### config.mk
export PLATFORM = sky130hd
export DESIGN_NAME = iccm_read_align
export DESIGN_NICKNAME = d
export VERILOG_FILES = /design/src/hw/iccm_pkg.sv /design/src/hw/iccm_read_align.sv
export SDC_FILE = /design/constraint.sdc
export NUM_CORES = 1
export LEC_CHECK = 0
export BUFFER_PORTS_ARGS = -buffer_cell sky130_fd_sc_hd__buf_2
export CAP_MARGIN = 10
export CORE_AREA = 2 2 122 124
export DETAILED_ROUTE_END_ITERATION = 16
export DIE_AREA = 0 0 124 126
export PLACE_DENSITY = 0.71
export SLEW_MARGIN = 20
export SYNTH_ARGS = -nofsm -noshare
export SYNTH_HDL_FRONTEND = slang
export SYNTH_SLANG_ARGS = --single-unit
### constraint.sdc
create_clock -name clk -period 3.1 [get_ports clk]
set_clock_uncertainty 0.15 [all_clocks]
set_input_delay 0.465 -clock clk [delete_from_list [all_inputs] [get_ports clk]]
set_output_delay 0.465 -clock clk [all_outputs]
set_load 0.01 [all_outputs]
### src/hw/iccm_pkg.sv
// ICCM shared definitions
// Bank geometry, stored word and pair types, operations, access strobe and
// controller states
`default_nettype none

package iccm_pkg;

   //**************************************************************************
   // Geometry
   //**************************************************************************
   localparam int ICCM_NUM_BANKS = 4;
   localparam int ICCM_BANK_BITS = 2;    // Word index bits that pick the bank
   localparam int ICCM_WORD_W    = 39;   // Stored width of an opaque word
   localparam int ICCM_DATA_W    = 32;   // Instruction bits in the low part of a word

   typedef logic [ICCM_WORD_W-1:0] iccm_word_t;

   // lo word at the address and hi word at the next word index
   typedef struct packed {
      iccm_word_t hi;
      iccm_word_t lo;
   } iccm_pair_t;

   //**************************************************************************
   // Operations and strobes
   //**************************************************************************
   typedef enum logic [1:0] {
      ICCM_OP_READ     = 2'b00,
      ICCM_OP_WR_WORD  = 2'b01,
      ICCM_OP_WR_DWORD = 2'b10,   // 8-byte aligned only
      ICCM_OP_CORRECT  = 2'b11    // Load a redundant row
   } iccm_op_e;

   // One-cycle access strobe from the controller
   typedef struct packed {
      logic wren;
      logic rden;
      logic correct;
      logic dword;     // Write covers the next word too
   } iccm_access_t;

   typedef enum logic [1:0] {
      ST_IDLE   = 2'b00,
      ST_ACCESS = 2'b01,
      ST_DATA   = 2'b10,
      ST_ACK    = 2'b11
   } iccm_ctrl_state_e;

endpackage

`default_nettype wire

### src/hw/iccm_read_align.sv
// ICCM read alignment
// Picks the word and next-word banks, builds the raw pair and the
// halfword-aligned 64-bit instruction data
`timescale 1ns/1ps
`default_nettype none

module iccm_read_align
   import iccm_pkg::*;
#(
   parameter int ICCM_BITS = 12
) (
   input  logic                           clk,
   input  logic                           rst_n,
   input  logic [ICCM_BITS-1:1]           addr,
   input  iccm_word_t [ICCM_NUM_BANKS-1:0] bank_fixed,
   output logic [63:0]                    rd_data,
   output iccm_pair_t                     pair
);

   logic [ICCM_BANK_BITS-1:0] next_bank;
   logic [ICCM_BANK_BITS-1:0] word_bank_q;
   logic [ICCM_BANK_BITS-1:0] next_bank_q;
   logic                      half_q;        // Halfword address bit
   iccm_word_t                word_w;
   iccm_word_t                next_w;
   logic [2*ICCM_DATA_W-1:0]  data_pre;

   assign next_bank = addr[ICCM_BANK_BITS+1:2] + 1'b1;

   // Line up with the bank outputs
   always_ff @(posedge clk) begin
      if (!rst_n) begin
         word_bank_q <= '0;
         next_bank_q <= '0;
         half_q      <= 1'b0;
      end else begin
         word_bank_q <= addr[ICCM_BANK_BITS+1:2];
         next_bank_q <= next_bank;
         half_q      <= addr[1];
      end
   end

   assign word_w = bank_fixed[word_bank_q];
   assign next_w = bank_fixed[next_bank_q];
   assign pair   = '{hi: next_w, lo: word_w};

   assign data_pre = {next_w[ICCM_DATA_W-1:0], word_w[ICCM_DATA_W-1:0]};
   assign rd_data  = half_q ? (data_pre >> 16) : data_pre;   // Zero fill on top

endmodule

`default_nettype wire

---- After elaboration in Yosys (flattened, before gate mapping) ----
Cells that the tools add are included.
W data, S select, Z words.
storage, ports and cells
  input bits .............................. 169
  logic and storage cells ................. 11
  bits in registers ....................... 5
  output and inout port bits .............. 142
cells by class
  multiplexer cells ....................... 5
  add/subtract/negate cells ............... 1
  magnitude comparators ................... 2
operators by type and width
  cell                   count
  $bmux W39 S2           2
  $mux W39               2
  $mux W64               1
  $lt A2 B3 Y1 const B   2
  $add A2 B1 Y2 const B  1

---- Logic depth before layout (Yosys ltp) ----
  depth after elaboration ................. 3
  depth in mapped cells ................... 6
  depth with buffers taken out ............ 3

---- Worst setup path before layout ----
No wires, ideal clock.
  kind .................................... register to output
  start ................................... reg word_bank_q[0]
  end ..................................... out rd_data[10]
  stages on the path, launching flop included .. 5
  data required time ...................... 2.485 ns
  data arrival time ....................... 1.491 ns
  path buffers ............................ 2
  path slack .............................. 0.994 ns
  cells stage by stage .................... dfxtp_1 > buf_2 > buf_2 > mux2_2 > o21ai_0
between the ends
  longest elaborated chain between the ends .. 3
ends and longest elaborated chain
  item                            RTL line               RTL
  start, declared                 iccm_read_align.sv:21  logic [ICCM_BANK_BITS-1:0] word_bank_q;
  start signal, assigned          iccm_read_align.sv:37  word_bank_q <= addr[ICCM_BANK_BITS+1:2];
  $bmux W39 S2                    iccm_read_align.sv:43  assign word_w = bank_fixed[word_bank_q];
  $mux W39 (implied by the code)  iccm_read_align.sv:43
  $mux W64                        iccm_read_align.sv:48  assign rd_data = half_q ? (data_pre >> 16) : data_pre;
  end, declared                   iccm_read_align.sv:16  output logic [63:0] rd_data,
Every way passes these cells. The select of a mux whose other input is x is not followed.

---- Final worst setup path ----
  start ................................... reg next_bank_q[0]
  end ..................................... out rd_data[35]
between the ends
  longest elaborated chain between the ends .. 3
ends and longest elaborated chain
  item                            RTL line               RTL
  start, declared                 iccm_read_align.sv:22  logic [ICCM_BANK_BITS-1:0] next_bank_q;
  start signal, assigned          iccm_read_align.sv:38  next_bank_q <= next_bank;
  $bmux W39 S2                    iccm_read_align.sv:44  assign next_w = bank_fixed[next_bank_q];
  $mux W39 (implied by the code)  iccm_read_align.sv:44
  $mux W64                        iccm_read_align.sv:48
Every way passes these cells. The select of a mux whose other input is x is not followed.

==> metrics.cfg <==
[clock_network]
post_cts_buffers = 0
clock-sinks = 5
cts_resized = 0
cts_made_buffers = 3
clockBufferDepth = 2
cts_root_buf = clkbuf_16
clk_pin_slew_ns = 0.03
postCtsHoldBufs = 0
htree_levels = 1
cts_tree = done

[timing]
finalHoldViolations = 0
setup_viol = 0
fin_crit_sh = 0.8651
period_minus_slack_ns = 2.682
fmax_mhz = 372.9
slew_violations = 0
worst_pin_slew_ns = 0.4290
rsz0062_at_grt = false
relSlewSlack = 0.7140
setup_tns_ns = 0

[job]
max_cap_violations = 0

[finish]
final_cells = 825
drive_gt1_frac = 0.6682
final_area_um2 = 5693
syn2layout_area_growth_pct = 44.95
final_net_count = 809

[placement]
dp.cells = 819
dp_hpwl_um = 12390
place_congestion = 0.8680
dpl_cell_area_um2 = 5609
port_buffers = 302

[logic_synthesis]
synthesis.nets = 527
ys_seq_area_frac = 0.02549
syn-cell-area_um2 = 3928
ys_top_cells_by_count = mux4_2, mux2_2, mux2i_1
yosys.area.top_type_share = 0.2924
synthFlopType = dfxtp_1
yosys-top-cells-area = mux4_2, mux4_1, mux2_2, mux2i_1, o221ai_1
synth_top_area_cell = mux4_2
synth_cells = 358
yosysUniqueCellTypes = 19
ys_ff_latch = 5
yosys_warnings = 0
yosysMostFrequentCell = mux4_2
synth_enable_flop_cells = 0
ys_async_sr_fraction = 0
syn_area_per_cell_um2 = 10.97

[setup_path]
critPathSlowestCell = mux4_1
slowest_delay_ns = 0.57
path_class = flip-flop to primary output
path_max_fanout = 30
crit_required_ns = 2.48
cp-start-kind = flip-flop
end_kind = primary output
path_cells = buf_12 > mux4_1 > mux2_2 > buf_2
critPathArrivalTime_ns = 2.07

[floorplan]
core_um2 = 14310
dieHeight_um = 126
rows = 44
die-area_um2 = 15620
start_util = 0.2744
die_w_um = 124
ios = 311

[global_route]
antenna_found_initial = 2
grt_pass1_vias = 4499
overflow = 0
track_usage = 0.1824
grt_max_degree = 41
grt_pass1_wl_um = 22970

[route]
drtAntennaViolNets = 0
drcViolationCount = 0
drt_iter0_drc = 192
vias = 4502
wl_per_cell_um = 18.41
drtPass1Iterations = 5
via_per_inst = 5.457
wirelength_um = 15190

[pwr]
p_comb_frac = 0.777
leakage_uw = 0.002601
switching_share = 0.4263
power_density_nw_per_um2 = 235.9
ir_drop_mv = 0.1959
power.share.clock = 0.159
switching_power_uw = 572.5
power_frac_seq = 0.065
internal-power_uw = 770.6

[min_path]
holdPathEnd = next_bank_q[0]
whs_path_depth = 2
hold_path_class = input pin to flip-flop
holdCritStartpoint = addr[2]

[run_status]
outcome = finished, final reports clean

-- metal layers --
layer	GRT usage	routed length (µm)	vias up
met3	0.02763	1070	26
met4	0.04825	291	0
li1	-	-	2035
met1	0.2175	5897	2211
met2	0.3365	7932	230
met5	0	0	-
-- worst max-delay path, delay by kind of cell (launching register included) --
kind,cells,cell delay (ns)
multiplexers,2,0.84
flip-flops,1,0.56
buffers and inverters,2,0.41
-- final cells by class --
cell class | count | area, µm²
fillers | 1441 | 8621
well taps | 184 | 230.2
multi-input cells | 294 | 3512
inverters | 17 | 63.81
repair buffers | 319 | 1689
diodes | 2 | 5.005
flip-flops and latches | 5 | 113.9
clock buffers | 4 | 78.83
-- cells in the final DEF, fill, tap and decap left out --
| master | count |
|---|---|
| clkbuf_1 | 1 |
| nand2_1 | 33 |
| buf_12 | 4 |
| mux4_2 | 51 |
| a21oi_1 | 16 |
| dfxtp_4 | 3 |
| buf_2 | 302 |
| nor2_1 | 16 |
| dfxtp_2 | 2 |
| diode_2 | 2 |
| o21ai_0 | 16 |
| nor2b_2 | 1 |
| nor2b_1 | 1 |
| mux4_1 | 27 |
| and2_1 | 20 |
| clkbuf_16 | 3 |
| buf_4 | 13 |
| xor2_1 | 1 |
| o221ai_1 | 16 |
| inv_1 | 17 |
| mux2i_1 | 48 |
| mux2_2 | 48 |
-- power by group through the flow --
| stage | sequential [µW] | combinational (µW) | clock, µW |
|---|---|---|---|
| detailed placement | 88.6 | 1050 | 0 |
| floorplan | 70.7 | 624 | 0 |
| global placement | 88.4 | 1030 | 0 |
| CTS | 87.6 | 1050 | 215 |
| finish | 87.1 | 1040 | 213 |
| global route | 89.0 | 1130 | 221 |
-- per-stage QoR --
| step | power (µW) | worst slack, ns | util | hold slack, ns |
|---|---|---|---|---|
| 3_3_place_gp | 1119 | 0.6410 | 0.3919 | 0.5069 |
| 3_5_place_dp | 1134 | 0.6316 | 0.3919 | 0.5115 |
| 2_1_floorplan | 694.9 | 0.9936 | - | 0.3866 |
| 5_1_grt | 1440 | 0.3257 | 0.3977 | 0.2815 |
| 6_report | 1343 | 0.4183 | 0.3977 | 0.2824 |
| 4_1_cts | 1352 | 0.3918 | 0.3974 | 0.2768 |
-- how the worst max path moves through the flow --
stage,to,slack [ns],start,cells after the start
after floorplan,rd_data[10],0.99,word_bank_q[0],4
after global placement,rd_data[34],0.64,next_bank_q[0],4
after detailed placement,rd_data[35],0.63,next_bank_q[0],4
after CTS,rd_data[35],0.39,next_bank_q[0],4
after global routing,rd_data[35],0.33,next_bank_q[0],4
final,rd_data[35],0.42,next_bank_q[0],4
-- sequential cells by signal (all words and copies together) (netlist names) --
name	flops
word_bank_q	2
half_q	1
next_bank_q	2
-- logic make-up (layout without fill, tap and decap cells) --
group	count (synthesis)	in the layout	share of synthesized area
xor gates and xnor gates	1	1	0.002230
muxes	174	174	0.7330
buffers and inverters	59	340	0.08092
AOI/OAI and AO/OA	48	48	0.07646
other	0	2	0
DFF	5	5	0.02549
and+or+nand+nor	71	71	0.08187
No activity file was read; power rests on OpenSTA's default activity.
