File: config.mk
export PLATFORM = sky130hd
export DESIGN_NAME = iccm_redundancy
export DESIGN_NICKNAME = d
export VERILOG_FILES = /design/src/hw/iccm_pkg.sv /design/src/hw/iccm_redundancy.sv
export SDC_FILE = /design/constraint.sdc
export NUM_CORES = 1
export LEC_CHECK = 0
export BUFFER_PORTS_ARGS = -buffer_cell sky130_fd_sc_hd__buf_4
export CAP_MARGIN = 20
export CORE_MARGIN = 2
export CORE_UTILIZATION = 25
export DETAILED_ROUTE_END_ITERATION = 8
export GPL_ROUTABILITY_DRIVEN = 0
export HOLD_SLACK_MARGIN = 0.1
export PLACE_DENSITY = 0.48
export SLEW_MARGIN = 25
export SYNTH_ARGS = -nofsm -noshare
export SYNTH_HDL_FRONTEND = slang
export SYNTH_SLANG_ARGS = --single-unit
File: constraint.sdc
create_clock -name clk -period 2.05 [get_ports clk]
set_input_delay 0.41 -clock clk [delete_from_list [all_inputs] [get_ports clk]]
set_output_delay 0.41 -clock clk [all_outputs]
set_load 0.03 [all_outputs]
File: src/hw/iccm_pkg.sv
// ICCM shared definitions
// Bank geometry, stored word and pair types, operations, access strobe and
// controller states
`default_nettype none

package iccm_pkg;

   //**************************************************************************
   // Geometry
   //**************************************************************************
   localparam int ICCM_NUM_BANKS = 4;
   localparam int ICCM_BANK_BITS = 2;    // Word index bits that pick the bank
   localparam int ICCM_WORD_W    = 39;   // Stored width of an opaque word
   localparam int ICCM_DATA_W    = 32;   // Instruction bits in the low part of a word

   typedef logic [ICCM_WORD_W-1:0] iccm_word_t;

   // lo word at the address and hi word at the next word index
   typedef struct packed {
      iccm_word_t hi;
      iccm_word_t lo;
   } iccm_pair_t;

   //**************************************************************************
   // Operations and strobes
   //**************************************************************************
   typedef enum logic [1:0] {
      ICCM_OP_READ     = 2'b00,
      ICCM_OP_WR_WORD  = 2'b01,
      ICCM_OP_WR_DWORD = 2'b10,   // 8-byte aligned only
      ICCM_OP_CORRECT  = 2'b11    // Load a redundant row
   } iccm_op_e;

   // One-cycle access strobe from the controller
   typedef struct packed {
      logic wren;
      logic rden;
      logic correct;
      logic dword;     // Write covers the next word too
   } iccm_access_t;

   typedef enum logic [1:0] {
      ST_IDLE   = 2'b00,
      ST_ACCESS = 2'b01,
      ST_DATA   = 2'b10,
      ST_ACK    = 2'b11
   } iccm_ctrl_state_e;

endpackage

`default_nettype wire

File: src/hw/iccm_redundancy.sv
// ICCM redundant rows
// Two spare words replace faulty locations, refilled in LRU order, kept in
// step with later writes and substituted into bank read data
`timescale 1ns/1ps
`default_nettype none

module iccm_redundancy
   import iccm_pkg::*;
#(
   parameter int ICCM_BITS = 12
) (
   input  logic                           clk,
   input  logic                           rst_n,
   input  iccm_access_t                   acc,
   input  logic [ICCM_BITS-1:1]           addr,
   input  iccm_pair_t                     wr_data,
   input  iccm_word_t [ICCM_NUM_BANKS-1:0] bank_raw,
   output iccm_word_t [ICCM_NUM_BANKS-1:0] bank_fixed
);

   localparam int IDX_W = ICCM_BITS - 2;

   typedef struct packed {
      logic             valid;
      logic [IDX_W-1:0] idx;    // Full word index
      iccm_word_t       data;
   } red_row_t;

   red_row_t [1:0]                 row_q;
   red_row_t [1:0]                 row_d;
   logic                           lru_q;   // Row to refill next
   logic                           lru_d;
   logic [IDX_W-1:0]               word_idx;
   logic [IDX_W-1:0]               next_idx;
   logic [1:0]                     hit_word;
   logic [1:0]                     hit_next;
   logic [1:0][ICCM_NUM_BANKS-1:0] sel;
   logic [1:0][ICCM_NUM_BANKS-1:0] sel_q;

   assign word_idx = addr[ICCM_BITS-1:2];
   assign next_idx = word_idx + 1'b1;

   for (genvar r = 0; r < 2; r++) begin : g_hit
      assign hit_word[r] = row_q[r].valid & (row_q[r].idx == word_idx);
      assign hit_next[r] = row_q[r].valid & (row_q[r].idx == next_idx);
   end

   //**************************************************************************
   // Row state
   //**************************************************************************
   always_comb begin
      row_d = row_q;
      lru_d = lru_q;
      // Follow writes to a row's word
      for (int r = 0; r < 2; r++) begin
         if (acc.wren && hit_word[r]) begin
            row_d[r].data = wr_data.lo;
         end else if (acc.wren && acc.dword && hit_next[r]) begin
            row_d[r].data = wr_data.hi;
         end
      end
      if (acc.correct) begin
         row_d[lru_q].valid = 1'b1;
         row_d[lru_q].idx   = word_idx;
         row_d[lru_q].data  = wr_data.lo;
         lru_d              = ~lru_q;
      end
   end

   always_ff @(posedge clk) begin
      if (!rst_n) begin
         lru_q          <= 1'b0;
         row_q[0].valid <= 1'b0;
         row_q[1].valid <= 1'b0;
      end else begin
         row_q <= row_d;
         lru_q <= lru_d;
      end
   end

   //**************************************************************************
   // Read match and substitution
   //**************************************************************************
   always_comb begin
      for (int r = 0; r < 2; r++) begin
         for (int i = 0; i < ICCM_NUM_BANKS; i++) begin
            sel[r][i] = acc.rden &&
                        ((hit_word[r] && (word_idx[ICCM_BANK_BITS-1:0] ==
                                          ICCM_BANK_BITS'(i))) ||
                         (hit_next[r] && (next_idx[ICCM_BANK_BITS-1:0] ==
                                          ICCM_BANK_BITS'(i))));
         end
      end
   end

   // Same latency as the bank RAM and held between reads
   always_ff @(posedge clk) begin
      if (!rst_n) begin
         sel_q <= '0;
      end else if (acc.rden) begin
         sel_q <= sel;
      end
   end

   for (genvar i = 0; i < ICCM_NUM_BANKS; i++) begin : g_sub
      assign bank_fixed[i] = sel_q[1][i] ? row_q[1].data :     // Row 1 wins
                             sel_q[0][i] ? row_q[0].data :
                                           bank_raw[i];
   end

endmodule

`default_nettype wire

* Yosys cells after proc, flatten, opt, wreduce, memory -nomap -nowiden *
Cells that the tools add are included.

word-level totals
  output and inout port bits = 156
  register bits = 109
  input port bits = 251

operators by class
  muxes and demuxes = 22
  $add $sub $neg = 1
  $lt $le $gt $ge = 2
  reduce and logical (&&, ||, !) cells = 41
  equal/unequal tests = 10
  bitwise operators = 5

operators with widths
  cell                     count
  $mux W39                 13
  $bwmux W100              3
  $demux W50 S1            3
  $mux W89                 1
  $mux W50                 1
  $mux W49                 1
  $eq A10 B10 Y1           4
  $logic_and A1 B1 Y1      30
  $add A10 B1 Y10 const B  1
  $eq A2 B2 Y1 const B     4
  $logic_or A1 B1 Y1       8
  $and A1 B1 Y1            4
  $eq A2 B1 Y1 const B     2
  $logic_not A2 Y1         2
  $lt A1 B2 Y1 const B     1
  $reduce_and A2 Y1        1
  $ge A1 B1 Y1 const B     1
  $not A1 Y1               1

* Longest topological paths before layout *
  depth in word-level cells = 10
  gate-level depth with buffers = 10
  gate-level depth less buffers = 8

* Least setup slack after synthesis *
OpenSTA, ideal clock, no wires.

  path kind = input to register
  start point = input addr[6] in the netlist's numbering
  end point = register row_q[55] in the netlist's numbering, data pin
  cell stages on the path = 10
  data arrival time = 1.944 ns
  path slack = -0.158 ns
  path buffers = 4
  cell sequence = buf_6 and4_1 buf_6 or3_1 a21oi_1 o31ai_1 buf_2 buf_2 o21ai_1 a31oi_1

RTL lines
  what                    RTL line               source
  start: declaration      iccm_redundancy.sv:15  input logic [ICCM_BITS-1:1] addr,
  end signal: assignment  iccm_redundancy.sv:76  row_q <= row_d;
  end: declaration        iccm_redundancy.sv:29  red_row_t [1:0] row_q;

==> results.json <==
{
  "vias": 10900,
  "cts_sinks": 109,
  "hold_viol_final": 0,
  "final_common_cell": "buf_4",
  "worstPathRequired_ns": 2.16,
  "dieWidth_um": 199,
  "critPathMaxFanout": 5,
  "min_from": "addr[6]",
  "wl_um": 48100,
  "synth.top_cell.area_share": 0.309,
  "ys_seq_area_frac": 0.332,
  "tightest_slew_ns": 0.552,
  "crit_path_start_kind": "flip-flop",
  "cts-root-buf": "clkbuf_16",
  "max_freq_mhz": 448,
  "final_cell_mix": "buf_4 (479), o21ai_1 (193), nand2_1 (161), mux2i_1 (155), edfxtp_1 (98)",
  "synth_area_leaders": "edfxtp_1 (31%), mux2i_1 (16%), o21ai_0 (10%), nand2_1 (6.3%), a31oi_1 (5.4%)",
  "cts_tree": "done",
  "yosysWarnings": 0,
  "cts-htree-levels": 3,
  "cts_hold_buf": 0,
  "p_leak_nw": 5.60,
  "ioPinCount": 407,
  "drc": 0,
  "drive_above_1_share": 0.396,
  "clk_path_buf_depth": 2,
  "violations": "setup timing",
  "setup_violations": 78,
  "p_seq_frac": 0.368,
  "fin_crit_ns": 2.23,
  "place.detailed.hpwl_um": 32600,
  "fp.dieH_um": 199,
  "worst_clock_skew_ns": 0.00812,
  "io_buffers": 405,
  "max-vdd-ir-drop_mv": 0.358,
  "synth_area_um2": 9530,
  "place_area_um2": 13700,
  "grt_usage": 0.219,
  "antenna_found_initial": 2,
  "async_flop_share": 0,
  "cp-end-kind": "flip-flop",
  "dieArea_um2": 39700,
  "power_frac_clock": 0.236,
  "ys_types": 58,
  "cts_buffers": 9,
  "synth_fp_nets": 1411,
  "switching_share": 0.375,
  "avgSynthCellArea_um2": 8.25,
  "syn_inst": 1155,
  "critical_path_class": "reg2reg",
  "rsz0062_at_grt": "true",
  "clock_latency_ns": 0.36,
  "final_cell_area_um2": 14800,
  "power.internal_mw": 4.97,
  "cp.arrival_ns": 2.34,
  "postRouteAntennaNets": 0,
  "switchingPower_mw": 2.98,
  "grt_max_degree": 49,
  "multi_input_area_um2": 5890,
  "fillCellCount": 3819,
  "power_density_nw_per_um2": 539,
  "fin_nets": 1833,
  "ys_ff_latch": 109,
  "outcome": "complete, but fails checks",
  "power.share.combinational": 0.396,
  "slew_headroom": 0.632,
  "grt_pass1_vias": 10100,
  "drt_iter0_drc": 771,
  "areaGrowthSynthToFinish_pct": 54.9,
  "firstDrtPassIters": 5,
  "post-route-period-util": 1.09,
  "grt_pass1_wl_um": 64700,
  "wl_per_cell_um": 23.0,
  "coreArea_um2": 37600,
  "via_per_inst": 5.20,
  "num_rows": 71,
  "p_total_mw": 7.95,
  "grt.overflow.total": 0,
  "maxSlewViolCount": 0,
  "cap_violations": 0,
  "synthFlopType": "edfxtp_1",
  "layout_setup_ws_ns": -0.180,
  "synth-edff-count": 98,
  "initial_core_util": 0.254,
  "timing.hold.worst.class": "in2reg",
  "path_clk_slew_ns": 0.07,
  "ff_latch_area_um2": 3190,
  "synth.largest_area_cell": "edfxtp_1",
  "timing.hold.ws_ns": 0.279
}
per-layer routing:
layer  GRT usage  vias up  share of wire
li1            -     5160              -
met1       0.286     5209           0.43
met2       0.361      473           0.48
met3      0.0415       56          0.067
met4      0.0732        0          0.026
met5           0        -              0
cell usage after synthesis (3+ instances only):
library cell,number
a32oi_1,4
xor2_1,10
and2_1,3
nor3_1,5
mux2i_1,156
buf_2,23
buf_1,6
clkbuf_4,5
nand2_1,161
buf_12,4
or3_1,3
nand2b_1,3
a31oi_1,83
nand4_1,83
ha_1,5
clkbuf_1,64
nand3_1,10
o21ai_0,199
edfxtp_1,98
nor2_1,84
dlygate4sd1_1,4
inv_1,8
dfxtp_1,11
a21oi_1,6
xnor2_1,14
buf_6,14
o21ai_1,49
path summary, 6_finish.rpt:
kind                                 end  cells after the start  slack, ns
setup / recovery     row_q[30]$_DFFE_PP_                      8      -0.18
hold / removal                 flip-flop                      1       0.28
hold reg to reg   row_q[49]$_SDFFE_PN0P_                      1       0.51
setup reg to reg     row_q[30]$_DFFE_PP_                      8      -0.18
per-stage QoR:
step | setup slack [ns] | TNS [ns] | cells | utilization
after floorplan | -0.108 | -2.24 | 1155 | -
after global placement | -0.339 | -25.17 | 2042 | 0.364
after detailed placement | -0.395 | -28.64 | 2042 | 0.364
after CTS | -0.114 | -2.98 | 2069 | 0.377
after global routing | -0.283 | -14.69 | 2095 | 0.393
final | -0.180 | -4.95 | 2096 | 0.393
cell type report:
class | instances | area share
inverters | 8 | 0.00204
flip-flops and latches | 109 | 0.216
diodes | 3 | 0.000509
clock buffers | 9 | 0.0153
multi-input cells | 914 | 0.399
clock inverters | 7 | 0.00500
well taps | 511 | 0.0433
repair buffers | 535 | 0.319
power groups by stage:
stage	Clock [mW]	Sequential (mW)	Combinational (mW)
floorplan	0	2.82	1.69
global placement	0	2.98	2.99
detailed placement	0	2.99	3.01
CTS	1.93	2.92	3.06
global route	2.00	2.95	3.36
finish	1.87	2.93	3.15
logic make-up after synthesis:
logic type / after synthesis / synth area share
simple gates: 372 / 0.185
xor+xnor: 26 / 0.0255
mux: 156 / 0.164
buf+inv: 132 / 0.0796
compound gates: 355 / 0.207
fa+ha+maj: 5 / 0.00657
flops: 109 / 0.332
critical path, stage by stage, from the launching register on:
cell and delay (ns):
edfxtp_1 0.47, xor2_2 0.19, and2_1 0.17, o32ai_2 0.26, o211ai_1 0.19, buf_4 0.23
clkbuf_16 0.19, o21ai_0 0.16, a31oi_1 0.10
repair_timing:
item,CTS,global route
endpoints found under the setup margin,102,111
gates cloned,2,11
buffers inserted,9,13
pin swaps,5,73
resized for setup,14,66
(Power assumes the default switching activity.)
