`config.mk`:
```
export PLATFORM = sky130hd
export DESIGN_NAME = iccm_access_ctrl
export DESIGN_NICKNAME = d
export VERILOG_FILES = /design/src/hw/iccm_pkg.sv /design/src/hw/iccm_access_ctrl.sv
export SDC_FILE = /design/constraint.sdc
export NUM_CORES = 1
export LEC_CHECK = 0
export ABC_AREA = 1
export BUFFER_PORTS_ARGS = -buffer_cell sky130_fd_sc_hd__buf_2
export CELL_PAD_IN_SITES_DETAIL_PLACEMENT = 0
export CELL_PAD_IN_SITES_GLOBAL_PLACEMENT = 1
export CORE_MARGIN = 1
export CORE_UTILIZATION = 27
export CTS_CLUSTER_DIAMETER = 200
export DETAILED_ROUTE_END_ITERATION = 7
export GPL_TIMING_DRIVEN = 0
export PLACE_DENSITY = 0.87
export SYNTH_ARGS = -nofsm -noshare
export SYNTH_HDL_FRONTEND = slang
export SYNTH_SLANG_ARGS = --single-unit
export TNS_END_PERCENT = 50
```
`constraint.sdc`:
```
create_clock -name clk -period 1.3 [get_ports clk]
set_input_delay 0.39 -clock clk [delete_from_list [all_inputs] [get_ports clk]]
set_output_delay 0.39 -clock clk [all_outputs]
set_load 0.02 [all_outputs]
```
`src/hw/iccm_pkg.sv`:
```
// ICCM shared definitions
// Bank geometry, stored word and pair types, operations, access strobe and
// controller states
`default_nettype none

package iccm_pkg;

   //**************************************************************************
   // Geometry
   //**************************************************************************
   localparam int ICCM_NUM_BANKS = 4;
   localparam int ICCM_BANK_BITS = 2;    // Word index bits that pick the bank
   localparam int ICCM_WORD_W    = 39;   // Stored width of an opaque word
   localparam int ICCM_DATA_W    = 32;   // Instruction bits in the low part of a word

   typedef logic [ICCM_WORD_W-1:0] iccm_word_t;

   // lo word at the address and hi word at the next word index
   typedef struct packed {
      iccm_word_t hi;
      iccm_word_t lo;
   } iccm_pair_t;

   //**************************************************************************
   // Operations and strobes
   //**************************************************************************
   typedef enum logic [1:0] {
      ICCM_OP_READ     = 2'b00,
      ICCM_OP_WR_WORD  = 2'b01,
      ICCM_OP_WR_DWORD = 2'b10,   // 8-byte aligned only
      ICCM_OP_CORRECT  = 2'b11    // Load a redundant row
   } iccm_op_e;

   // One-cycle access strobe from the controller
   typedef struct packed {
      logic wren;
      logic rden;
      logic correct;
      logic dword;     // Write covers the next word too
   } iccm_access_t;

   typedef enum logic [1:0] {
      ST_IDLE   = 2'b00,
      ST_ACCESS = 2'b01,
      ST_DATA   = 2'b10,
      ST_ACK    = 2'b11
   } iccm_ctrl_state_e;

endpackage

`default_nettype wire

```
`src/hw/iccm_access_ctrl.sv`:
```
// ICCM access controller
// Four-phase req/ack handshake, one access strobe per transaction and
// registered read results
`timescale 1ns/1ps
`default_nettype none

module iccm_access_ctrl
   import iccm_pkg::*;
(
   input  logic         clk,
   input  logic         rst_n,
   input  logic         req,
   input  iccm_op_e     op,
   output logic         ack,
   output iccm_access_t acc,
   input  logic [63:0]  rd_data_in,
   input  iccm_pair_t   pair_in,
   output logic [63:0]  rd_data,
   output iccm_pair_t   rd_data_ecc
);

   iccm_ctrl_state_e state, state_nxt;

   // IDLE -> ACCESS (strobe) -> DATA (banks valid) -> ACK
   always_comb begin
      state_nxt = state;
      case (state)
         ST_IDLE: begin
            if (req) begin
               state_nxt = ST_ACCESS;
            end
         end
         ST_ACCESS: state_nxt = ST_DATA;
         ST_DATA:   state_nxt = ST_ACK;
         ST_ACK: begin
            if (!req) begin      // Hold here while req stays high
               state_nxt = ST_IDLE;
            end
         end
         default:   state_nxt = ST_IDLE;
      endcase
   end

   always_ff @(posedge clk) begin
      if (!rst_n) begin
         state <= ST_IDLE;
      end else begin
         state <= state_nxt;
      end
   end

   // Strobe decode from the op the requester holds stable
   always_comb begin
      acc = '0;
      if (state == ST_ACCESS) begin
         acc.wren    = (op == ICCM_OP_WR_WORD) || (op == ICCM_OP_WR_DWORD);
         acc.rden    = (op == ICCM_OP_READ);
         acc.correct = (op == ICCM_OP_CORRECT);
         acc.dword   = (op == ICCM_OP_WR_DWORD);
      end
   end

   // Read results only and held across writes and corrects
   always_ff @(posedge clk) begin
      if (!rst_n) begin
         rd_data     <= '0;
         rd_data_ecc <= '0;
      end else if ((state == ST_DATA) && (op == ICCM_OP_READ)) begin
         rd_data     <= rd_data_in;
         rd_data_ecc <= pair_in;
      end
   end

   // Up on the third edge counting the one that samples req
   assign ack = (state == ST_ACK);

endmodule

`default_nettype wire

```
After elaboration in Yosys (flattened, before gate mapping)
Cells that the tools add are included.

Equal/unequal tests: 8. Muxes and demuxes: 4. Reduce and logical (&&, ||, !) cells: 5.

Operators with widths (number): 2-bit equality test (second input constant) (4); 2-bit one-hot mux with 4 select lines (1); 2-bit by 1-bit equality test with 1-bit output (second input constant) (2); 2-bit zero test (2); 2-bit two-way mux (2); 4-bit two-way mux (1); 2-bit != test (second input constant) (2); 2-bit AND reduction (1); 1-bit logical AND (1); 1-bit logical OR (1).

Register bits after elaboration: 144. Input bits: 147. Output and inout port bits: 147. Logic and storage cells: 21.

Logic depth before layout (Yosys ltp)
Gate-level depths: netlist of the first run.

Depth in word-level cells: 3. Depth in mapped cells: 8. Depth with buffers taken out: 7.

Worst setup path after synthesis of the first run
No wires, ideal clock.

Path kind: input port to flip-flop. Start point: input port op[0]. End point: register rd_data[29]. Setup time: 116 ps. Data arrival time: 1211 ps. Data required time: 1184 ps. Setup slack: -27 ps. Cell stages on the path: 7. Path buffers: 2. Path through: inv_1 -> ha_1 -> nand2_4 -> buf_6 -> clkbuf_2 -> o21ai_0 -> nor2_1.

Longest elaborated chain between the ends: 2.

RTL lines: from (decl) (line iccm_access_ctrl.sv:13) `input iccm_op_e op,`; 2-bit zero test (line iccm_access_ctrl.sv:68) `end else if ((state == ST_DATA) && (op == ICCM_OP_READ)) begin`; 1-bit logical AND (line iccm_access_ctrl.sv:68); to (signal assigned) (line iccm_access_ctrl.sv:69) `rd_data <= rd_data_in;`; to (decl) (line iccm_access_ctrl.sv:18) `output logic [63:0] rd_data,`.

No other way between the ends. A chain may end at the register's enable or synchronous reset.

==> flow_metrics.py, run 1 <==
metrics = {
    "sta": {
        "setup_ws_ns": -0.3029,
        "slew_headroom": 0.5465,
        "fin_crit_sh": 1.233,
        "hold_violations": 0,
        "maxSlewViolCount": 0,
        "rsz0062_at_grt": "yes",
        "fin_tns_setup_ns": -21.33,
        "tightest_slew_ns": 0.6803,
        "finalSetupViolCount": 170,
        "fin_hold_ws_ns": 0.2088,
        "fmax_mhz": 623.9,
        "min_period_ns": 1.603,
        "clock_skew_ns": 0.007969,
    },
    "layout": {
        "diodes": 0,
        "design_area_sq_mm": 0.007869,
        "layout_common_cells": "nor2_1 (289), buf_2 (272), dfxtp_1 (123), o21ai_0 (83), o21ai_1 (54)",
        "final_cells": 1217,
        "drive_above_1_share": 0.4100,
        "multi_input_area_sq_mm": 0.002031,
        "num-fill-cells": 1976,
        "seq_area_sq_mm": 0.002917,
        "area_growth_pct": 52.02,
        "layout_commonest_cell": "nor2_1",
        "final_net_count": 1125,
    },
    "placement": {
        "globalplace.congestion": 0.7652,
        "hpwl_microns": 12230,
        "dpl_cell_area_sq_mm": 0.006944,
        "dpl.cell_count": 1182,
        "portBuffers": 292,
    },
    "route": {
        "vias_per_cell": 4.372,
        "drt-total-wl_microns": 16440,
        "drt_pass1_iterations": 7,
        "ant_nets": 0,
        "wl_per_cell_microns": 13.51,
        "remaining_drc_errors": 0,
        "num_vias": 5321,
        "initialDrtViolationCount": 147,
    },
    "synthesis": {
        "netlist_top_cells_area": "dfxtp_1 (56%), nor2_1 (21%), o21ai_0 (12%)",
        "yosys_warnings": 0,
        "ys_types": 16,
        "synth_top_cell_by_area": "dfxtp_1",
        "synth_top_area_share": 0.5569,
        "synth.net_count": 811,
        "synth_area_sq_mm": 0.005176,
        "netlist_instances": 656,
        "ys_seq_area_frac": 0.5569,
        "syn-mean-instance-area_sq_um": 7.891,
        "ys_ff_latch": 144,
    },
    "run_status": {
        "failed_checks": "setup timing",
        "outcome": "finished with violations",
    },
    "setup_path": {
        "critPathCaptureType": "output port",
        "worst-endpoint-required_ns": 0.91,
        "cp.arrival_ns": 1.21,
        "worst_setup_path_start_kind": "flop",
        "critical_path_class": "reg -> out",
        "cp_max_fo": 4,
    },
    "cts": {
        "clock_path_buffers": 2,
        "cts_tree": "yes",
        "insertion_delay_ns": 0.41,
        "cts-root-buf": "clkbuf_16",
        "numCtsBuffers": 17,
        "ctsHoldBuffers": 0,
        "h-tree-depth": 4,
        "clock_sinks": 144,
        "clkTransAtPathRegs_ns": 0.06,
    },
    "worst_hold_path": {
        "min_path_type": "in -> reg",
    },
    "global_route": {
        "antenna_found_initial": 0,
        "grt_max_degree": 17,
        "first_global_vias": 4872,
        "gr-total-overflow": 0,
        "grt_pass1_wl_microns": 25220,
        "track_usage": 0.1672,
    },
    "flow_run": {
        "max_cap_violations": 0,
    },
    "floorplanning": {
        "die_w_microns": 140.5,
        "die_y_microns": 140.5,
        "core_sq_mm": 0.01877,
        "initial_utilization": 0.2758,
        "die_area_sq_mm": 0.01973,
        "row_count": 50,
        "io_pins": 294,
    },
    "power_and_ir_drop": {
        "power.leakage_uw": 0.003717,
        "peakVddDrop_uv": 820.0,
        "powerDensity_mw_per_mm2": 1520,
    },
}
synth_stat cells:
library cell  instances
nor2_1              289
dfxtp_1             144
o21ai_0             125
o21ai_1              17
clkbuf_1             14
inv_1                12
buf_2                11
nand2_1              11
buf_6                 9
clkbuf_2              9
ha_1                  8
buf_4                 2
nand3_1               2
buf_8                 1
inv_4                 1
nand2_4               1
per-layer routing:
| layer | vias to the layer above | track usage | share of wire |
|---|---|---|---|
| met5 | - | 0 | 0 |
| met4 | 0 | 0.06522 | 0.016 |
| met3 | 18 | 0.05812 | 0.084 |
| met2 | 230 | 0.2897 | 0.48 |
| met1 | 2354 | 0.1880 | 0.42 |
| li1 | 2719 | - | - |
worst max-delay path, stage by stage (launching register included):
cell     delay (ns)
dfxtp_4        0.37
inv_4          0.04
ha_4           0.17
nand2_1        0.07
inv_2          0.04
buf_6          0.12
cells by family (layout without fill, tap and decap cells):
family	Yosys count	count (layout)	synth area share
flops	144	144	0.5569
simple gates	303	303	0.2217
buf+inv	59	386	0.06478
compound gates	142	142	0.1373
fa+ha+maj	8	8	0.01934
what timing repair did:
action | 4_1_cts | 5_1_grt
buffers inserted | 3 | 0
setup endpoints to repair | 289 | 289
resized for setup | 101 | 69
pin swaps | 3 | 1
where the power goes:
group	total, uW	switching (uW)	internal (uW)	leakage, uW
clock network	4680	2010	2670	0.000251
logic	2310	1350	960	0.00229
registers	4970	192	4780	0.00118
total	12000	3550	8410	0.00372
registers in the layout, summed over array words and instances, names as in the netlist:
register / flops
rd_data: 64
state: 2
rd_data_ecc: 78
worst paths after layout:
kind                            slack (ns)  cells after the start                      endpoint                          from
worst max register to register       -0.22                      7  rd_data_ecc[72]$_SDFFE_PN0P_         state[1]$_SDFFE_PN0P_
worst min register to register        0.48                      2  rd_data_ecc[45]$_SDFFE_PN0P_  rd_data_ecc[45]$_SDFFE_PN0P_
worst min-delay path                  0.21                      3      rd_data[33]$_SDFFE_PN0P_                rd_data_in[33]
worst max-delay path                 -0.30                      5                        acc[0]         state[1]$_SDFFE_PN0P_
final cells by class:
class	instances	area share
Inverter	13	0.007155
Buffer	46	0.04723
Clock inverter	13	0.01638
Tap cell	234	0.03721
Timing Repair Buffer	295	0.2083
Sequential cell	144	0.3706
Multi-Input combinational cell	453	0.2581
Clock buffer	19	0.05502
stage by stage:
step                      total power [uW]  setup slack [ns]  utilization
final                                11960           -0.3029       0.4193
after global routing                 12580           -0.3536       0.4193
after CTS                            12040           -0.3255       0.4131
after detailed placement              7139           -0.4402       0.3700
after global placement                7109           -0.4041       0.3700
after floorplan                       6328           0.01684            -
(Power assumes the default switching activity.)
==> run 2: changes to the inputs <==
Settings changed: PLACE_DENSITY 0.87 to 0.77.
==> run 2 against run 1 <==
The flow still finishes with violations (setup timing). Maximum frequency grew 0.41%. Critical path depth shrank 2. Highest routed layer is now met5. Cell count is essentially flat. Sequential share of layout area is essentially flat. Global-route usage shrank 0.49 points. Critical endpoint is now ack. Hold slack gained 0.00075 ns. Routed wire length shrank 1.8%. Clock skew is essentially flat. Largest power group unchanged. Via count shrank 1.2%. Count of clock-buffer cells in the layout shrank 1.
==> flow_metrics.py, run 2 (synthesis gave the netlist of run 1 again) <==
metrics = {
    "run_status": {
        "outcome": "finished with violations",
        "failed_checks": "setup timing",
    },
    "placement": {
        "dpl_cell_area_sq_mm": 0.006944,
        "portBuffers": 292,
        "hpwl_microns": 11840,
        "globalplace.congestion": 0.7637,
    },
    "setup_path": {
        "cp_max_fo": 4,
        "max_stage_delay_ns": 0.36,
        "reg2reg_slack_ns": -0.24,
        "cp_cell_sequence": "buf_4, ha_2, buf_6",
        "r2r_end": "rd_data[23]$_SDFFE_PN0P_",
        "worst-endpoint-required_ns": 0.91,
        "critical_path_class": "reg -> out",
        "critPathCaptureType": "output port",
        "cp.arrival_ns": 1.21,
        "cp_num_buf_inv": 2,
        "crit_slowest_cell": "dfxtp_4",
        "r2r_cells": 7,
        "cpLargestDelayFamily": "flip-flops",
        "worst_setup_path_start_kind": "flop",
        "r2r-start": "state[1]$_SDFFE_PN0P_",
        "cp-startpoint": "state[1]$_SDFFE_PN0P_",
    },
    "worst_hold_path": {
        "min_path_cells": 3,
        "min-delay-start": "pair_in[33]",
        "min_to": "rd_data_ecc[33]$_SDFFE_PN0P_",
        "min_path_type": "in -> reg",
    },
    "route": {
        "remaining_drc_errors": 0,
        "routed-wl-met2_microns": 7490,
        "initialDrtViolationCount": 131,
        "drt-total-wl_microns": 16140,
        "ant_nets": 0,
        "drt-met1-wl_microns": 6926,
        "num_vias": 5257,
        "wl_met3_microns": 1493,
        "highest_layer": "met5",
        "drt_pass1_iterations": 6,
        "wl_per_cell_microns": 13.25,
        "vias_per_cell": 4.316,
    },
    "layout": {
        "final_net_count": 1126,
        "multi_input_area_sq_mm": 0.002014,
        "drive_above_1_share": 0.4146,
        "layout_commonest_cell": "nor2_1",
        "largestRegisters": "rd_data_ecc: 78 flops, rd_data: 64 flops, state: 2 flops",
        "diodes": 0,
        "seq_area_sq_mm": 0.002919,
        "layout_common_cells": "nor2_1 (289), buf_2 (269), dfxtp_1 (119), o21ai_0 (83), o21ai_1 (57)",
        "largest-register": "rd_data_ecc",
        "num-fill-cells": 2035,
        "largest_reg_flops": 78,
        "area_growth_pct": 52.19,
        "design_area_sq_mm": 0.007878,
    },
    "power_and_ir_drop": {
        "peakVddDrop_uv": 809.9,
        "power.leakage_uw": 0.003737,
        "powerDensity_mw_per_mm2": 1515,
    },
    "sta": {
        "clock_skew_ns": 0.007870,
        "fin_tns_setup_ns": -21.79,
        "hold_violations": 0,
        "slew_headroom": 0.6461,
        "tightest_slew_ns": 0.5308,
        "setup_ws_ns": -0.2963,
        "finalSetupViolCount": 158,
        "min_period_ns": 1.596,
        "fin_hold_ws_ns": 0.2096,
        "maxSlewViolCount": 0,
        "fmax_mhz": 626.4,
        "fin_crit_sh": 1.228,
        "rsz0062_at_grt": "yes",
    },
    "cts": {
        "cts-root-buf": "clkbuf_16",
        "cts_tree": "yes",
        "h-tree-depth": 4,
        "clkTransAtPathRegs_ns": 0.07,
        "clock_path_buffers": 2,
        "ctsHoldBuffers": 0,
        "numCtsBuffers": 17,
        "clock_sinks": 144,
        "insertion_delay_ns": 0.41,
    },
    "global_route": {
        "grt_pass1_wl_microns": 24830,
        "grt_max_degree": 17,
        "antenna_found_initial": 1,
        "gr-total-overflow": 0,
        "track_usage": 0.1623,
        "first_global_vias": 4807,
    },
    "floorplanning": {
        "io_pins": 294,
        "die_y_microns": 140.5,
        "die_area_sq_mm": 0.01973,
        "die_w_microns": 140.5,
        "core_sq_mm": 0.01877,
        "initial_utilization": 0.2758,
        "row_count": 50,
    },
    "flow_run": {
        "max_cap_violations": 0,
    },
}
[run 2: changes by cell type in the layout (fill, tap and decap cells not counted), sizes merged]
cell,delta
clkinvlp,-5
buf,+2
clkinv,+5
clkbuf,-2
bufinv,-1
inv,+2
[run 2: worst reg2reg max path, delay by kind of cell, from the launching register on]
kind | cells | cell delay, ns
buf+inv | 3 | 0.49
flops | 1 | 0.36
simple gates | 2 | 0.16
fa+ha+maj | 1 | 0.23
compound gates | 1 | 0.19
[run 2: metal layers]
metal | track usage | up-vias
met1 | 0.1930 | 2329
li1 | - | 2717
met3 | 0.05778 | 16
met5 | 0 | -
met4 | 0.06293 | 2
met2 | 0.2674 | 193
[run 2: repair_timing]
| item | in CTS | in global routing |
|---|---|---|
| gates resized for setup | 110 | 66 |
| pin swaps | 2 | 3 |
| setup endpoints to repair | 289 | 286 |
| setup buffers | 3 | 1 |
[run 2: worst max path at each step]
stage                                          end  slack [ns]  depth (start not counted)
final                                          ack       -0.30                          3
after detailed placement  rd_data[11]$_SDFFE_PN0P_       -0.37                          8
after CTS                                      ack       -0.33                          3
after floorplan           rd_data[29]$_SDFFE_PN0P_        0.02                          7
after global routing                        acc[3]       -0.35                          5
after global placement    rd_data[11]$_SDFFE_PN0P_       -0.36                          8
[run 2: cell type report]
type / instances / share of cell area
Clock inverter: 14 / 0.01541
Multi-Input combinational cell: 453 / 0.2557
Tap cell: 234 / 0.03717
Timing Repair Buffer: 296 / 0.2124
Buffer: 46 / 0.04590
Inverter: 13 / 0.007147
Clock buffer: 18 / 0.05575
Sequential cell: 144 / 0.3706
[run 2: where the power goes]
group	internal [uW]	switching, uW	leakage, uW
Clock	2560	2100	0.000272
Sequential	4780	186	0.00118
Combinational	969	1340	0.00229
Total	8310	3620	0.00374
[run 2: per-stage QoR]
stage                     power, uW  setup WS (ns)    util  std cells
after floorplan                6328        0.01684       -        656
after global placement         7110        -0.3624  0.3700       1182
after detailed placement       7128        -0.3671  0.3700       1182
after CTS                     12070        -0.3264  0.4145       1217
after global routing          12610        -0.3480  0.4197       1218
final                         11930        -0.2963  0.4197       1218
==> run 3: changes to the inputs <==
Settings changed: CELL_PAD_IN_SITES_DETAIL_PLACEMENT 0 to not set, CELL_PAD_IN_SITES_GLOBAL_PLACEMENT 1 to not set, CORE_UTILIZATION 27 to 40, PLACE_DENSITY 0.77 to 0.75.
Clock period 1.3 ns to 1.5 ns, I/O delays scaled along.
==> run 3 against run 2 <==
The run still ends with setup timing left. Flip-flop and latch count unchanged. Via count rose by 1.3%. Count of clock-buffer cells in the layout is 5 higher. Cell count shrank 5.1%. Utilization increased by 18 points. Worst setup slack better by 0.13 ns. Routed wire length down 4.9%. Clock power down 10%. Non-clock buffer count unchanged. Sequential share of layout area up 0.89 points.
==> flow_metrics.py, run 3 (synthesis gave the netlist of run 1 again) <==
metrics = {
    "placement": {
        "dpl_cell_area_sq_mm": 0.006853,
        "globalplace.congestion": 0.7925,
        "portBuffers": 292,
        "hpwl_microns": 11240,
    },
    "worst_hold_path": {
        "min-delay-start": "rd_data_in[40]",
        "min_path_type": "in -> reg",
    },
    "global_route": {
        "grt_max_degree": 17,
        "track_usage": 0.2247,
        "antenna_found_initial": 0,
        "grt_pass1_wl_microns": 22830,
        "gr-total-overflow": 0,
        "first_global_vias": 4816,
    },
    "setup_path": {
        "cp_max_fo": 4,
        "cp.arrival_ns": 1.22,
        "critPathCaptureType": "output port",
        "worst-endpoint-required_ns": 1.05,
        "cp-startpoint": "state[1]$_SDFFE_PN0P_",
        "worst_setup_path_start_kind": "flop",
        "critical_path_class": "reg -> out",
        "r2r-start": "state[1]$_SDFFE_PN0P_",
    },
    "cts": {
        "clkTransAtPathRegs_ns": 0.06,
        "h-tree-depth": 4,
        "cts-root-buf": "clkbuf_16",
        "insertion_delay_ns": 0.41,
        "ctsHoldBuffers": 0,
        "clock_sinks": 144,
        "numCtsBuffers": 17,
        "clock_path_buffers": 2,
        "cts_tree": "yes",
    },
    "floorplanning": {
        "io_pins": 294,
        "row_count": 41,
        "initial_utilization": 0.4102,
        "die_w_microns": 115.8,
        "die_y_microns": 115.8,
        "core_sq_mm": 0.01262,
        "die_area_sq_mm": 0.01340,
    },
    "sta": {
        "finalSetupViolCount": 5,
        "fin_crit_sh": 1.111,
        "fmax_mhz": 600.3,
        "hold_violations": 0,
        "slew_headroom": 0.7278,
        "maxSlewViolCount": 0,
        "min_period_ns": 1.666,
        "setup_ws_ns": -0.1659,
        "clock_skew_ns": 0.006455,
        "rsz0062_at_grt": "yes",
        "tightest_slew_ns": 0.4084,
    },
    "power_and_ir_drop": {
        "p_total_uw": 10450,
        "power.leakage_uw": 0.003718,
        "powerDensity_mw_per_mm2": 1372,
        "peakVddDrop_uv": 797.0,
    },
    "layout": {
        "drive_above_1_share": 0.3882,
        "num-fill-cells": 1202,
        "largestRegisters": "rd_data_ecc: 78 flops, rd_data: 64 flops, state: 2 flops",
        "diodes": 0,
        "design_area_sq_mm": 0.007616,
        "layout_common_cells": "buf_2 (298), nor2_1 (288), dfxtp_1 (142), o21ai_0 (93), o21ai_1 (49)",
        "area_growth_pct": 47.14,
        "largest-register": "rd_data_ecc",
        "final_util": 0.6035,
        "layout_commonest_cell": "buf_2",
        "final_net_count": 1126,
        "largest_reg_flops": 78,
    },
    "route": {
        "wl_per_cell_microns": 13.28,
        "drt-total-wl_microns": 15360,
        "remaining_drc_errors": 0,
        "ant_nets": 0,
        "vias_per_cell": 4.605,
        "num_vias": 5323,
        "drt_pass1_iterations": 4,
        "initialDrtViolationCount": 211,
    },
    "run_status": {
        "failed_checks": "setup timing",
        "outcome": "finished with violations",
    },
    "flow_run": {
        "max_cap_violations": 0,
    },
}
run 3: cell types whose count changed in the layout (fill, tap and decap cells not counted), moves of 5 or more:
cell and change:
dfxtp_1 +23, buf_2 +29, o21ai_1 -8, dfxtp_2 -23, buf_6 -26, inv_6 -5, o21ai_0 +10
run 3: final timing paths:
path / to / slack (ns) / depth (start not counted)
worst max-delay path: acc[3] / -0.17 / 5
worst min-delay path: rd_data[40]$_SDFFE_PN0P_ / 0.27 / 3
worst max register to register: rd_data_ecc[65]$_SDFFE_PN0P_ / 0.07 / 7
worst min register to register: rd_data_ecc[38]$_SDFFE_PN0P_ / 0.47 / 2
run 3: final cells by class:
cell class	instances	area, sq um	share of cell area
multi-input cells	453	2017	0.2648
plain buffers	46	320.3	0.04206
clock inverters	9	106.4	0.01396
inverters	13	56.30	0.007393
flip-flops and latches	144	2890	0.3795
well taps	172	215.2	0.02826
clock buffers	23	488.0	0.06407
repair buffers	296	1523	0.1999
run 3: stage by stage:
step / TNS, ns / setup WS, ns / cells / hold slack [ns]
floorplan: 0 / 0.1130 / 656 / 0.5116
global placement: -19.88 / -0.2083 / 1120 / 0.4567
detailed placement: -22.33 / -0.2305 / 1120 / 0.4653
CTS: -0.7996 / -0.1657 / 1156 / 0.2530
global route: -0.9703 / -0.2005 / 1156 / 0.2704
finish: -0.7707 / -0.1659 / 1156 / 0.2713
run 3: routing by layer:
metal | GRT usage | vias to the layer above | routed length, microns
met3 | 0.08630 | 29 | 1434
met4 | 0.1017 | 0 | 338
li1 | - | 2722 | -
met2 | 0.4040 | 220 | 7599
met5 | 0 | - | 0
met1 | 0.2312 | 2352 | 5983
run 3: report_power, final:
part	switching [uW]	internal, uW
Sequential	163	4140
Combinational	1170	788
Clock	1570	2620
run 3: timing repair:
action                     in CTS  in global routing
setup endpoints to repair     139                119
pin swaps                       4                  1
gates resized for setup        50                 38
hold endpoints to repair        0                  0
buffers inserted                4                  0
run 3: worst max-delay path: stages (launching register included):
cell and delay, ns:
dfxtp_4 0.37, inv_4 0.04, ha_4 0.17, nand2_2 0.07, inv_2 0.04, buf_6 0.12
